--- src/hw/rv_core_pkg.sv ---
// Shared widths, RV32I opcode constants and decoded operation codes, imported by every core block
package rv_core_pkg;

    // Datapath and register file sizes
    localparam int XLEN       = 32;
    localparam int REG_ADDR_W = 5;
    localparam int NUM_REGS   = 32;

    // Reset vector and sequential fetch step
    localparam logic [XLEN-1:0] START_ADDR  = '0;
    localparam logic [XLEN-1:0] INSTR_BYTES = 32'd4;

    //////////////////////////////////////////////////////////////////////
    // Major opcodes, instruction bits 6:0
    //////////////////////////////////////////////////////////////////////

    localparam logic [6:0] OPC_OP     = 7'b0110011;
    localparam logic [6:0] OPC_OP_IMM = 7'b0010011;
    localparam logic [6:0] OPC_LUI    = 7'b0110111;
    localparam logic [6:0] OPC_LOAD   = 7'b0000011;
    localparam logic [6:0] OPC_STORE  = 7'b0100011;
    localparam logic [6:0] OPC_BRANCH = 7'b1100011;
    localparam logic [6:0] OPC_JAL    = 7'b1101111;

    // Branch compare kinds in funct3
    localparam logic [2:0] F3_BEQ = 3'b000;
    localparam logic [2:0] F3_BNE = 3'b001;
    localparam logic [2:0] F3_BLT = 3'b100;
    localparam logic [2:0] F3_BGE = 3'b101;

    //////////////////////////////////////////////////////////////////////
    // Operation chosen by decode
    //////////////////////////////////////////////////////////////////////

    // Unsupported encodings fall back to OP_NOP
    typedef enum logic [4:0] {
        OP_NOP,
        // Register and immediate ALU ops
        OP_ADD,
        OP_SUB,
        OP_AND,
        OP_OR,
        OP_XOR,
        OP_SLT,
        OP_SLTU,
        OP_SLL,
        OP_SRL,
        OP_SRA,
        // Upper immediate and word memory access
        OP_LUI,
        OP_LW,
        OP_SW,
        // Control transfer
        OP_BEQ,
        OP_BNE,
        OP_BLT,
        OP_BGE,
        OP_JAL
    } op_e;

endpackage
--- src/hw/exec_bus_if.sv ---
`timescale 1ns/1ps
// Decoded instruction bundle from the decode register into execute, one instruction per cycle
interface exec_bus_if;
    import rv_core_pkg::*;

    // Qualifies the whole bundle
    logic                   valid;
    op_e                    op;
    // Address of the instruction, base for branch and JAL targets
    logic [XLEN-1:0]        pc;
    logic [XLEN-1:0]        rs1_data;
    // Store data and branch compare operand
    logic [XLEN-1:0]        rs2_data;
    // Second ALU operand, rs2 or the immediate
    logic [XLEN-1:0]        operand_b;
    logic [XLEN-1:0]        imm;
    // Zero for ops without a destination
    logic [REG_ADDR_W-1:0]  rd;

    // Decode side
    modport producer (
        output valid, op, pc, rs1_data, rs2_data, operand_b, imm, rd
    );

    // Execute side
    modport consumer (
        input  valid, op, pc, rs1_data, rs2_data, operand_b, imm, rd
    );

endinterface

--- src/hw/rv_core.sv ---
`timescale 1ns/1ps
// RV32I core top level: connects fetch, decode, register bank, execute and retire to the memories
module rv_core (
    input  logic                          clk,
    input  logic                          reset_n,
    input  logic                          stall_i,
    output logic                          imem_en_o,
    output logic [rv_core_pkg::XLEN-1:0]  imem_addr_o,
    input  logic [rv_core_pkg::XLEN-1:0]  imem_data_i,
    output logic                          dmem_en_o,
    output logic [3:0]                    dmem_we_o,
    output logic [rv_core_pkg::XLEN-1:0]  dmem_addr_o,
    output logic [rv_core_pkg::XLEN-1:0]  dmem_wdata_o,
    input  logic [rv_core_pkg::XLEN-1:0]  dmem_rdata_i
);
    import rv_core_pkg::*;

    //////////////////////////////////////////////////////////////////////
    // Stage to stage wiring
    //////////////////////////////////////////////////////////////////////

    // Fetch to decode
    logic                  fetch_valid;
    logic [XLEN-1:0]       fetch_pc;
    logic [XLEN-1:0]       instr;
    logic                  decode_ready;
    // Register reads
    logic [REG_ADDR_W-1:0] rs1_addr, rs2_addr;
    logic [XLEN-1:0]       rs1_data, rs2_data;
    // Control transfer from execute
    logic                  redirect;
    logic [XLEN-1:0]       redirect_target;
    // Execute to retire
    logic                  retire_valid;
    op_e                   retire_op;
    logic [REG_ADDR_W-1:0] retire_rd;
    logic [XLEN-1:0]       retire_result;
    logic                  retire_we;
    // Write-back
    logic                  wb_en;
    logic [REG_ADDR_W-1:0] wb_rd;
    logic [XLEN-1:0]       wb_data;

    exec_bus_if exec_bus ();

    fetch u_fetch (
        .clk(clk), .reset_n(reset_n), .stall_i(stall_i), .decode_ready_i(decode_ready),
        .redirect_i(redirect), .redirect_target_i(redirect_target),
        .imem_data_i(imem_data_i), .imem_en_o(imem_en_o), .imem_addr_o(imem_addr_o),
        .fetch_valid_o(fetch_valid), .fetch_pc_o(fetch_pc), .instr_o(instr)
    );

    decode u_decode (
        .clk(clk), .reset_n(reset_n), .stall_i(stall_i), .fetch_valid_i(fetch_valid),
        .fetch_pc_i(fetch_pc), .instr_i(instr), .rs1_data_i(rs1_data), .rs2_data_i(rs2_data),
        .redirect_i(redirect), .wb_en_i(wb_en), .wb_rd_i(wb_rd), .rs1_addr_o(rs1_addr),
        .rs2_addr_o(rs2_addr), .decode_ready_o(decode_ready), .bus(exec_bus)
    );

    regbank u_regbank (
        .clk(clk), .reset_n(reset_n), .rs1_addr_i(rs1_addr), .rs2_addr_i(rs2_addr),
        .wb_en_i(wb_en), .wb_rd_i(wb_rd), .wb_data_i(wb_data),
        .rs1_data_o(rs1_data), .rs2_data_o(rs2_data)
    );

    execute u_execute (
        .clk(clk), .reset_n(reset_n), .stall_i(stall_i), .bus(exec_bus),
        .redirect_o(redirect), .redirect_target_o(redirect_target),
        .dmem_en_o(dmem_en_o), .dmem_we_o(dmem_we_o), .dmem_addr_o(dmem_addr_o),
        .dmem_wdata_o(dmem_wdata_o), .retire_valid_o(retire_valid), .retire_op_o(retire_op),
        .retire_rd_o(retire_rd), .retire_result_o(retire_result), .retire_we_o(retire_we)
    );

    mem_retire u_mem_retire (
        .clk(clk), .reset_n(reset_n), .stall_i(stall_i), .retire_valid_i(retire_valid),
        .retire_op_i(retire_op), .retire_rd_i(retire_rd), .retire_result_i(retire_result),
        .retire_we_i(retire_we), .dmem_rdata_i(dmem_rdata_i),
        .wb_en_o(wb_en), .wb_rd_o(wb_rd), .wb_data_o(wb_data)
    );

endmodule

--- src/hw/mem_retire.sv ---
`timescale 1ns/1ps
// Retire register and write-back mux, load data taken from the data memory in this stage
module mem_retire (
    input  logic                                clk,
    input  logic                                reset_n,
    input  logic                                stall_i,
    input  logic                                retire_valid_i,
    input  rv_core_pkg::op_e                    retire_op_i,
    input  logic [rv_core_pkg::REG_ADDR_W-1:0]  retire_rd_i,
    input  logic [rv_core_pkg::XLEN-1:0]        retire_result_i,
    input  logic                                retire_we_i,
    input  logic [rv_core_pkg::XLEN-1:0]        dmem_rdata_i,
    output logic                                wb_en_o,
    output logic [rv_core_pkg::REG_ADDR_W-1:0]  wb_rd_o,
    output logic [rv_core_pkg::XLEN-1:0]        wb_data_o
);
    import rv_core_pkg::*;

    logic                  valid_q;
    logic                  we_q;
    op_e                   op_q;
    logic [REG_ADDR_W-1:0] rd_q;
    logic [XLEN-1:0]       result_q;

    always_ff @(posedge clk or negedge reset_n) begin
        if (!reset_n) begin
            valid_q <= 1'b0;
            we_q    <= 1'b0;
        end else if (!stall_i) begin
            valid_q <= retire_valid_i;
            we_q    <= retire_we_i;
        end
    end

    always_ff @(posedge clk) begin
        if (!stall_i) begin
            op_q     <= retire_op_i;
            rd_q     <= retire_rd_i;
            result_q <= retire_result_i;
        end
    end

    // x0 writes dropped here
    assign wb_en_o   = valid_q && we_q && (rd_q != '0);
    assign wb_rd_o   = rd_q;
    assign wb_data_o = (op_q == OP_LW) ? dmem_rdata_i : result_q;

endmodule

--- src/hw/execute.sv ---
`timescale 1ns/1ps
// Execute stage: ALU, branch resolution, JAL link and word-aligned data memory requests
module execute (
    input  logic                                clk,
    input  logic                                reset_n,
    input  logic                                stall_i,
    exec_bus_if.consumer                        bus,
    output logic                                redirect_o,
    output logic [rv_core_pkg::XLEN-1:0]        redirect_target_o,
    output logic                                dmem_en_o,
    output logic [3:0]                          dmem_we_o,
    output logic [rv_core_pkg::XLEN-1:0]        dmem_addr_o,
    output logic [rv_core_pkg::XLEN-1:0]        dmem_wdata_o,
    output logic                                retire_valid_o,
    output rv_core_pkg::op_e                    retire_op_o,
    output logic [rv_core_pkg::REG_ADDR_W-1:0]  retire_rd_o,
    output logic [rv_core_pkg::XLEN-1:0]        retire_result_o,
    output logic                                retire_we_o
);
    import rv_core_pkg::*;

    logic            squash_q;
    logic            exec_valid;
    logic [XLEN-1:0] op_a;
    logic [XLEN-1:0] op_b;
    logic [XLEN-1:0] sum;
    logic [4:0]      shamt;
    logic [XLEN-1:0] result;
    logic            eq;
    logic            lt;
    logic            taken;

    // Set the cycle after a redirect, covers whatever decode held then
    always_ff @(posedge clk or negedge reset_n) begin
        if (!reset_n) begin
            squash_q <= 1'b0;
        end else if (!stall_i) begin
            squash_q <= redirect_o;
        end
    end

    assign exec_valid = bus.valid && !squash_q;

    //////////////////////////////////////////////////////////////////////
    // ALU
    //////////////////////////////////////////////////////////////////////

    assign op_a  = bus.rs1_data;
    assign op_b  = bus.operand_b;
    // Also the load/store address, operand_b holds the offset
    assign sum   = op_a + op_b;
    assign shamt = op_b[4:0];

    always_comb begin
        case (bus.op)
            OP_ADD, OP_LW, OP_SW: result = sum;
            OP_SUB:  result = op_a - op_b;
            OP_AND:  result = op_a & op_b;
            OP_OR:   result = op_a | op_b;
            OP_XOR:  result = op_a ^ op_b;
            OP_SLT:  result = {{(XLEN-1){1'b0}}, $signed(op_a) < $signed(op_b)};
            OP_SLTU: result = {{(XLEN-1){1'b0}}, op_a < op_b};
            OP_SLL:  result = op_a << shamt;
            OP_SRL:  result = op_a >> shamt;
            OP_SRA:  result = $unsigned($signed(op_a) >>> shamt);
            OP_LUI:  result = bus.imm;
            // Link value
            OP_JAL:  result = bus.pc + INSTR_BYTES;
            default: result = '0;
        endcase
    end

    // Branch compare on the raw register values
    assign eq = bus.rs1_data == bus.rs2_data;
    assign lt = $signed(bus.rs1_data) < $signed(bus.rs2_data);

    always_comb begin
        case (bus.op)
            OP_BEQ:  taken = eq;
            OP_BNE:  taken = !eq;
            OP_BLT:  taken = lt;
            OP_BGE:  taken = !lt;
            OP_JAL:  taken = 1'b1;
            default: taken = 1'b0;
        endcase
    end

    assign redirect_o        = exec_valid && taken;
    assign redirect_target_o = bus.pc + bus.imm;

    // Requests come straight off the execute register, read data lands in retire
    assign dmem_en_o    = exec_valid && (bus.op == OP_LW || bus.op == OP_SW);
    assign dmem_we_o    = (exec_valid && bus.op == OP_SW) ? 4'b1111 : 4'b0000;
    assign dmem_addr_o  = {sum[XLEN-1:2], 2'b00};
    assign dmem_wdata_o = bus.rs2_data;

    assign retire_valid_o  = exec_valid;
    assign retire_op_o     = bus.op;
    assign retire_rd_o     = bus.rd;
    assign retire_result_o = result;
    assign retire_we_o     = exec_valid &&
                             !(bus.op inside {OP_NOP, OP_SW, OP_BEQ, OP_BNE, OP_BLT, OP_BGE});

endmodule

--- src/hw/regbank.sv ---
`timescale 1ns/1ps
// Integer register file with x0 tied to zero, two combinational reads and one write port
module regbank (
    input  logic                                clk,
    input  logic                                reset_n,
    input  logic [rv_core_pkg::REG_ADDR_W-1:0]  rs1_addr_i,
    input  logic [rv_core_pkg::REG_ADDR_W-1:0]  rs2_addr_i,
    input  logic                                wb_en_i,
    input  logic [rv_core_pkg::REG_ADDR_W-1:0]  wb_rd_i,
    input  logic [rv_core_pkg::XLEN-1:0]        wb_data_i,
    output logic [rv_core_pkg::XLEN-1:0]        rs1_data_o,
    output logic [rv_core_pkg::XLEN-1:0]        rs2_data_o
);
    import rv_core_pkg::*;

    // x1..x31 only
    logic [XLEN-1:0] regs [1:NUM_REGS-1];

    always_ff @(posedge clk or negedge reset_n) begin
        if (!reset_n) begin
            for (int i = 1; i < NUM_REGS; i++) begin
                regs[i] <= '0;
            end
        end else if (wb_en_i) begin
            // wb_en never comes with rd zero
            regs[wb_rd_i] <= wb_data_i;
        end
    end

    assign rs1_data_o = (rs1_addr_i == '0) ? '0 : regs[rs1_addr_i];
    assign rs2_data_o = (rs2_addr_i == '0) ? '0 : regs[rs2_addr_i];

endmodule

--- src/hw/decode.sv ---
`timescale 1ns/1ps
// Decode stage: op and immediate generation, RAW hazard bubbles and the decode/execute register
module decode (
    input  logic                                clk,
    input  logic                                reset_n,
    input  logic                                stall_i,
    input  logic                                fetch_valid_i,
    input  logic [rv_core_pkg::XLEN-1:0]        fetch_pc_i,
    input  logic [rv_core_pkg::XLEN-1:0]        instr_i,
    input  logic [rv_core_pkg::XLEN-1:0]        rs1_data_i,
    input  logic [rv_core_pkg::XLEN-1:0]        rs2_data_i,
    input  logic                                redirect_i,
    input  logic                                wb_en_i,
    input  logic [rv_core_pkg::REG_ADDR_W-1:0]  wb_rd_i,
    output logic [rv_core_pkg::REG_ADDR_W-1:0]  rs1_addr_o,
    output logic [rv_core_pkg::REG_ADDR_W-1:0]  rs2_addr_o,
    output logic                                decode_ready_o,
    exec_bus_if.producer                        bus
);
    import rv_core_pkg::*;

    logic [6:0]            opcode;
    logic [2:0]            funct3;
    logic [REG_ADDR_W-1:0] rs1;
    logic [REG_ADDR_W-1:0] rs2;
    logic [XLEN-1:0]       imm_i, imm_s, imm_b, imm_j, imm_u;
    logic [XLEN-1:0]       imm;
    logic                  use_imm;
    logic                  writes_rd;
    logic                  hazard;
    op_e                   op;

    // Shared ALU mapping, alt is instruction bit 30
    function automatic op_e alu_op(input logic [2:0] f3, input logic alt, input logic is_reg);
        case (f3)
            3'b000:  alu_op = (alt && is_reg) ? OP_SUB : OP_ADD;
            3'b001:  alu_op = OP_SLL;
            3'b010:  alu_op = OP_SLT;
            3'b011:  alu_op = OP_SLTU;
            3'b100:  alu_op = OP_XOR;
            3'b101:  alu_op = alt ? OP_SRA : OP_SRL;
            3'b110:  alu_op = OP_OR;
            default: alu_op = OP_AND;
        endcase
    endfunction

    //////////////////////////////////////////////////////////////////////
    // Fields and immediates
    //////////////////////////////////////////////////////////////////////

    assign opcode     = instr_i[6:0];
    assign funct3     = instr_i[14:12];
    assign rs1        = instr_i[19:15];
    assign rs2        = instr_i[24:20];
    assign rs1_addr_o = rs1;
    assign rs2_addr_o = rs2;

    assign imm_i = {{20{instr_i[31]}}, instr_i[31:20]};
    assign imm_s = {{20{instr_i[31]}}, instr_i[31:25], instr_i[11:7]};
    assign imm_b = {{19{instr_i[31]}}, instr_i[31], instr_i[7], instr_i[30:25],
                    instr_i[11:8], 1'b0};
    assign imm_j = {{11{instr_i[31]}}, instr_i[31], instr_i[19:12], instr_i[20],
                    instr_i[30:21], 1'b0};
    assign imm_u = {instr_i[31:12], 12'b0};

    always_comb begin
        op      = OP_NOP;
        imm     = imm_i;
        use_imm = 1'b1;
        case (opcode)
            OPC_OP: begin
                use_imm = 1'b0;
                // funct7 is either all zero or the SUB/SRA form
                if (instr_i[31] == 1'b0 && instr_i[29:25] == 5'b0) begin
                    op = alu_op(funct3, instr_i[30], 1'b1);
                end
            end
            OPC_OP_IMM: op = alu_op(funct3, instr_i[30], 1'b0);
            OPC_LUI: begin
                op  = OP_LUI;
                imm = imm_u;
            end
            OPC_LOAD:  op = (funct3 == 3'b010) ? OP_LW : OP_NOP;
            OPC_STORE: begin
                imm = imm_s;
                op  = (funct3 == 3'b010) ? OP_SW : OP_NOP;
            end
            OPC_BRANCH: begin
                use_imm = 1'b0;
                imm     = imm_b;
                case (funct3)
                    F3_BEQ:  op = OP_BEQ;
                    F3_BNE:  op = OP_BNE;
                    F3_BLT:  op = OP_BLT;
                    F3_BGE:  op = OP_BGE;
                    default: op = OP_NOP;
                endcase
            end
            OPC_JAL: begin
                op  = OP_JAL;
                imm = imm_j;
            end
            default: op = OP_NOP;
        endcase
    end

    assign writes_rd = !(op inside {OP_NOP, OP_SW, OP_BEQ, OP_BNE, OP_BLT, OP_BGE});

    // Source matches the writer in execute or the one retiring now
    assign hazard = fetch_valid_i && (
        (rs1 != '0 && ((bus.valid && rs1 == bus.rd) || (wb_en_i && rs1 == wb_rd_i))) ||
        (rs2 != '0 && ((bus.valid && rs2 == bus.rd) || (wb_en_i && rs2 == wb_rd_i))));
    assign decode_ready_o = !stall_i && !hazard;

    //////////////////////////////////////////////////////////////////////
    // Decode/execute register
    //////////////////////////////////////////////////////////////////////

    always_ff @(posedge clk or negedge reset_n) begin
        if (!reset_n) begin
            bus.valid <= 1'b0;
        end else if (!stall_i) begin
            // Bubble on hazard, kill on redirect
            bus.valid <= fetch_valid_i && !hazard && !redirect_i;
        end
    end

    always_ff @(posedge clk) begin
        if (!stall_i) begin
            bus.op        <= op;
            bus.pc        <= fetch_pc_i;
            bus.rs1_data  <= rs1_data_i;
            bus.rs2_data  <= rs2_data_i;
            bus.operand_b <= use_imm ? imm : rs2_data_i;
            bus.imm       <= imm;
            bus.rd        <= writes_rd ? instr_i[11:7] : '0;
        end
    end

endmodule

--- src/hw/fetch.sv ---
`timescale 1ns/1ps
// Fetch stage: program counter, instruction memory requests and pairing of returned words with pc
module fetch (
    input  logic                          clk,
    input  logic                          reset_n,
    input  logic                          stall_i,
    input  logic                          decode_ready_i,
    input  logic                          redirect_i,
    input  logic [rv_core_pkg::XLEN-1:0]  redirect_target_i,
    input  logic [rv_core_pkg::XLEN-1:0]  imem_data_i,
    output logic                          imem_en_o,
    output logic [rv_core_pkg::XLEN-1:0]  imem_addr_o,
    output logic                          fetch_valid_o,
    output logic [rv_core_pkg::XLEN-1:0]  fetch_pc_o,
    output logic [rv_core_pkg::XLEN-1:0]  instr_o
);
    import rv_core_pkg::*;

    // Address being requested this cycle
    logic [XLEN-1:0] pc_q;
    logic            en_q;
    // Word on imem_data_i belongs to pend_pc_q
    logic            pend_q;
    logic [XLEN-1:0] pend_pc_q;

    always_ff @(posedge clk or negedge reset_n) begin
        if (!reset_n) begin
            pc_q      <= START_ADDR;
            en_q      <= 1'b0;
            pend_q    <= 1'b0;
            pend_pc_q <= '0;
        end else if (!stall_i) begin
            // Requests start one cycle out of reset
            en_q <= 1'b1;
            if (redirect_i) begin
                // Word of the current request is wrong path
                pc_q   <= redirect_target_i;
                pend_q <= 1'b0;
            end else if (!decode_ready_i) begin
                // Hazard: refetch the held word, drop the one in flight
                pc_q   <= pend_pc_q;
                pend_q <= 1'b0;
            end else if (en_q) begin
                pend_q    <= 1'b1;
                pend_pc_q <= pc_q;
                pc_q      <= pc_q + INSTR_BYTES;
            end
        end
    end

    assign imem_en_o     = en_q;
    assign imem_addr_o   = pc_q;
    assign fetch_valid_o = pend_q;
    assign fetch_pc_o    = pend_pc_q;
    assign instr_o       = imem_data_i;

endmodule

--- config.mk ---
export PLATFORM = sky130hd
export DESIGN_NAME = rv_core
export DESIGN_NICKNAME = d
export VERILOG_FILES = /design/src/hw/rv_core_pkg.sv /design/src/hw/exec_bus_if.sv /design/src/hw/rv_core.sv /design/src/hw/mem_retire.sv /design/src/hw/execute.sv /design/src/hw/regbank.sv /design/src/hw/decode.sv /design/src/hw/fetch.sv
export SDC_FILE = /design/constraint.sdc
export NUM_CORES = 2
export LEC_CHECK = 0
export BUFFER_PORTS_ARGS = -buffer_cell sky130_fd_sc_hd__buf_2
export CAP_MARGIN = 20
export CORE_ASPECT_RATIO = 1.75
export CORE_MARGIN = 3
export CORE_UTILIZATION = 60
export DETAILED_ROUTE_END_ITERATION = 16
export GPL_TIMING_DRIVEN = 1
export PLACE_DENSITY = 0.87
export SLEW_MARGIN = 30
export SYNTH_ARGS = -nofsm -noshare
export SYNTH_HDL_FRONTEND = slang
export SYNTH_SLANG_ARGS = --single-unit
--- constraint.sdc ---
create_clock -name clk -period 11.5 [get_ports clk]
set_input_delay 0.575 -clock clk [delete_from_list [all_inputs] [get_ports clk]]
set_output_delay 0.575 -clock clk [all_outputs]
set_load 0.03 [all_outputs]
* After elaboration in Yosys (flattened, before gate mapping)
Index checks and enable logic that the tools add are counted.
** Operators by class
- Reductions and logical operators :: 45
- $add $sub $neg :: 5
- Equality and inequality tests :: 43
- Bitwise logic cells :: 9
- Shift-type cells :: 3
- Order comparisons :: 7
- Muxes and demuxes :: 31
** Operators with widths (number)
- bitwise mux 992 bit :: 1
- one-hot mux 32 bit (12 select lines) :: 1
- two-way mux 32 bit :: 11
- binary-select mux 32 bit (select 5 bit) :: 2
- demux 32 bit (select 5 bit) :: 1
- one-hot mux 31 bit (4 select lines) :: 1
- one-hot mux 5 bit (7 select lines) :: 3
- less-than comparator 32 bit :: 3
- adder 32 x 3 -> 32 bit (second input constant) :: 2
- adder 32 bit :: 2
- == test 5 x 4 -> 1 bit (second input constant) :: 12
- AND 32 bit :: 1
- == test 32 bit :: 1
- OR 32 bit :: 1
- left shift 32 x 5 -> 32 bit :: 1
- right shift 32 x 5 -> 32 bit :: 1
- >>> shifter 32 x 5 -> 32 bit :: 1
- subtractor 32 bit :: 1
- XOR 32 bit :: 1
- == test 5 bit (second input constant) :: 5
- zero test 5 bit :: 5
- == test 7 x 6 -> 1 bit (second input constant) :: 3
- == test 5 x 3 -> 1 bit (second input constant) :: 4
- == test 5 bit :: 4
- 29 further kinds :: 75
** Word-level totals
- Flip-flop bits (word level) :: 1274

* Longest topological paths before layout
- Word-level depth :: 11
- Gate-level depth with buffers :: 16

* Hierarchy
From an unflattened synthesis, not the netlist that was laid out.
** Unflattened totals
- Cell total of the unflattened synthesis :: 6262
- Area, all modules :: 78213.8 sq um
** By module, submodules not included
- regbank :: sequential area each 24823.8 sq um, times used 1, area each 53548.9 sq um, cells an instance 3598
- execute :: sequential area each 25.0 sq um, times used 1, area each 12454.4 sq um, cells an instance 1821
- decode :: sequential area each 5129.9 sq um, times used 1, area each 6636.4 sq um, cells an instance 361
- fetch :: sequential area each 1651.6 sq um, times used 1, area each 3801.1 sq um, cells an instance 396
- mem_retire :: sequential area each 1311.3 sq um, times used 1, area each 1773.0 sq um, cells an instance 86

* Worst setup path after synthesis
Ideal clock, no wire load.
- Path kind :: input-to-reg
- From :: input stall_i
- To :: register u_fetch.pc_q[15], in the netlist u_fetch.imem_addr_o[15]
- Data required time :: 11.370 ns
- Stages :: 8
- Setup slack :: 4.812 ns
- Arrival :: 6.558 ns
- Path through :: inv_1 o221a_2 clkbuf_1 clkbuf_1 clkbuf_1 nand2_1 o211ai_1 a31oi_1
** On the way
- Word-level cells in the longest chain between the ends :: 4
** Ends and longest elaborated chain
- from (decl) :: line rv_core.sv:6 : input logic stall_i,
- zero test 1 bit
- logical AND 1 bit :: line decode.sv:113 : assign decode_ready_o = !stall_i && !hazard;
- != test 3 x 2 -> 1 bit (no source line) or two-way mux 32 bit (tied branches)
- AND reduction 2 bit (no source line) or two-way mux 32 bit (tied branches)
- to (signal assigned) :: line fetch.sv:37 : pc_q <= redirect_target_i;
- to (signal assigned) :: line fetch.sv:41 : pc_q <= pend_pc_q;
- to (signal assigned) :: line fetch.sv:46 : pc_q <= pc_q + INSTR_BYTES;
- to (decl) :: line fetch.sv:20 : logic [XLEN-1:0] pc_q;
Several ways; a longest one is shown, not always the timed one.
A chain may end at the register's enable or synchronous reset.

* Worst setup path after layout
- From :: register u_decode.bus.operand_b[0]
- To :: output dmem_addr_o[18] in the netlist's numbering
** On the way
- Word-level cells in the longest chain between the ends :: 1
** Ends and longest elaborated chain
- from (decl) :: line exec_bus_if.sv:22 : output valid, op, pc, rs1_data, rs2_data, operand_b, imm, rd
- from (signal assigned) :: line decode.sv:134 : bus.operand_b <= use_imm ? imm : rs2_data_i;
- adder 32 bit :: line execute.sv:51 : assign sum = op_a + op_b;
- to (decl) :: line rv_core.sv:12 : output logic [rv_core_pkg::XLEN-1:0] dmem_addr_o,
Every way passes these cells.

==> results.yml <==
timing:
  hold_slack_ps: 117
  min_period_over_period_pct: 53.6
  setup_viol: 0
  slew_viol_final: 0
  worst-slew-pin-transition_ps: 1160
  rsz0062_at_grt: "no"
  hold_violations: 0
  period_needed_ps: 6160
  layout_setup_ws_ps: 5340
  tns_ps: 0
  finClkSkew_ps: 50.3
  fmax_mhz: 162
  maxSlewHeadroom_pct: 22.3
global_route:
  grt_pass1_wl_um: 435000
  antenna_found_initial: 30
  overflow: 0
  grt_max_degree: 173
  track_usage_pct: 46.9
  grt_pass1_vias: 66100
finish:
  utilization_pct: 66.1
  fin_cells: 8503
  drive_gt1_share_pct: 21.5
  layout.nets: 6979
  syn2layout_area_growth_pct: 9.08
  ff_latch_area_mm2: 0.0329
  final_area_mm2: 0.0813
  multi_input_area_mm2: 0.0391
  fill_cells: 8495
critical_path:
  arrival_ps: 5590
  crit_fanout: 20
  worst_setup_path_end_kind: "output port"
  worstPathCellList: "buf_4, ha_1, fa_1, a211oi_2, o21ai_0, a21o_1, o2111ai_2, o21ai_0, a21o_1, a21oi_1, xnor2_1, buf_2"
  critPathSlowestCell: "a21oi_1"
  critical_path.startpoint_type: "register"
  crit_required_ps: 10930
  crit_type: "register to output port"
  max_stage_delay_ps: 700
die:
  dieArea_mm2: 0.129
  core_area_mm2: 0.123
  start_util_pct: 60.6
  die_w_um: 272
  pin_count: 169
  rows: 170
  floorplan.die.height_um: 472
power:
  clkPwrFrac_pct: 27.1
  pwr-share-seq_pct: 42.7
  power.total_mw: 15.2
  p_int_mw: 9.65
  leakagePower_nw: 29.9
  vdd_drop_max_mv: 0.141
  p_sw_mw: 5.51
  swShare_pct: 36.4
  power.density_mw_per_mm2: 187
  combPwrFrac_pct: 30.2
route:
  viasPerCell: 7.62
  ant_nets: 0
  drtPass1Iterations: 12
  vias: 64800
  drt-total-wl_um: 303000
  drc: 0
  drt_iter0_markers: 10100
  post_drt_wl_per_cell_um: 35.6
cts:
  clock_sinks: 1274
  cts_hold_buf: 1
  cts_made_buffers: 112
  cts_tree: "done"
  postCtsSetupBuffers: 0
  clockBufferDepth: 3
  h-tree-depth: 3
  root_buffer: "clkbuf_16"
  clk_latency_ps: 800
  cts_resized: 0
  clkTransAtPathRegs_ps: 70
placement:
  port_buffers: 166
  dp.cells: 8255
  post_dp_cell_area_mm2: 0.0769
  gp_congestion: 1.13
  pre_cts_ws_ps: 6290
  dp_hpwl_um: 191000
yosys:
  synthAdderAreaFrac_pct: 2.80
  synth.cell_area_mm2: 0.0745
  ys.warnings.count: 0
  synth_seq_cells: 1274
  synth_area_per_cell_um2: 10.8
  synth_top_area_cell: "dfrtp_1"
  seq_area_frac_synth_pct: 44.2
  synth.distinct_cells: 89
  syn_inst: 6921
  synth_xor_area_share_pct: 1.52
  ys.flop_type: "dfrtp_1"
  synth_simple_gate_area_share_pct: 10.5
  synth_edf_count: 212
  synth_top_family_by_area: "multiplexers"
  synth_area_leaders: "dfrtp_1, mux4_2, edfxtp_1"
  muxShareOfSynthArea_pct: 22.9
  async_flop_share_pct: 83.4
  yosysMostFrequentCell: "nor2_1"
  synth_compound_area_share_pct: 14.0
  yosysTopAreaCellShare_pct: 35.7
  synthTopCellsByCount: "nor2_1, dfrtp_1, a21oi_1, mux4_2, clkbuf_1"
status:
  status: "finished, final reports clean"
min_path:
  hp-class: "primary input to register"
flow_run:
  drv_cap: 0
==> layout by cell type, fill, tap and decap left out, drive strengths merged, types with 51 or more instances in the layout <==
cell type,netlist,final
mux4,631,631
a21o,51,51
nor2,1089,1089
o21ai,363,363
inv,159,166
edfxtp,212,212
nand3,72,72
nand2,483,483
a21oi,962,962
xnor2,72,72
xor2,57,57
mux2,193,193
ha,162,162
dfrtp,1062,1062
mux2i,70,70
buf,116,329
clkbuf,503,158
==> flip-flops by register name, summed over array words and instances (netlist names), 32 cells and up <==
name                    count
u_mem_retire.result_q      32
u_decode.bus.pc            32
u_fetch.fetch_pc_o         32
u_decode.bus.rs1_data      32
u_regbank.regs            992
u_decode.bus.rs2_data      32
u_decode.bus.imm           32
u_fetch.imem_addr_o        32
u_decode.bus.operand_b     32
==> cells by family (layout without fill, tap and decap cells) <==
group / after synthesis / after routing
simple gates: 1884 / 1884
compound gates: 1792 / 1792
flops: 1274 / 1274
mux: 894 / 894
buf+inv: 782 / 705
fa+ha+maj: 165 / 165
xor+xnor: 129 / 129
other cells: 1 / 26
==> per-layer routing <==
metal / vias up / share of wire, % / GRT usage [%]
met5: - / 0.042 / 0
met4: 14 / 13 / 48.8
met3: 2336 / 13 / 17.9
met2: 6137 / 46 / 71.0
met1: 31200 / 28 / 48.1
li1: 25100 / - / -
==> worst paths after layout <==
check | from | end | slack (ps) | cells past startpoint
setup / recovery | u_decode.bus.operand_b[0]$_DFFE_PN_ | dmem_addr_o[18] | 5340 | 12
hold / removal | imem_data_i[11] | u_decode.bus.rd[4]$_SDFFCE_PP0N_ | 120 | 2
setup reg to reg | u_decode.bus.operand_b[1]$_DFFE_PN_ | u_mem_retire.result_q[30]$_SDFFCE_PN0N_ | 6140 | 13
hold reg to reg | u_fetch.fetch_pc_o[12]$_DFFE_PN0P_ | u_decode.bus.pc[12]$_DFFE_PN_ | 450 | 0
max in group asynchronous | reset_n | u_regbank.regs[408]$_DFFE_PN0P_ | 8670 | 6
min in group asynchronous | reset_n | u_mem_retire.we_q$_DFFE_PN0N_ | 280 | 2
==> critical path, delay by kind of cell (launching register included) <==
| kind | cells | cell delay (ps) |
|---|---|---|
| AOI/OAI and AO/OA | 7 | 2800 |
| xor gates and xnor gates | 1 | 290 |
| adders and majority gates | 2 | 800 |
| buffers and inverters | 2 | 510 |
| DFF | 1 | 370 |
==> final cells by class <==
| class | instances | area share (%) |
|---|---|---|
| inverter | 163 | 0.762 |
| timing repair buffer | 330 | 3.14 |
| tap | 1634 | 2.52 |
| multi-input combinational | 4866 | 48.2 |
| sequential | 1274 | 40.5 |
| clock inverter | 54 | 0.761 |
| antenna | 24 | 0.0739 |
| clock buffer | 158 | 4.05 |
==> power by group through the flow <==
stage                     clock, mW  sequential (mW)  combinational (mW)
after CTS                      4.07             6.39                4.40
after global placement            0             6.33                4.17
after detailed placement          0             6.45                4.31
final                          4.11             6.48                4.58
after global routing           4.26             6.54                4.83
after floorplan                   0             6.26                2.93
(Power assumes the default switching activity.)
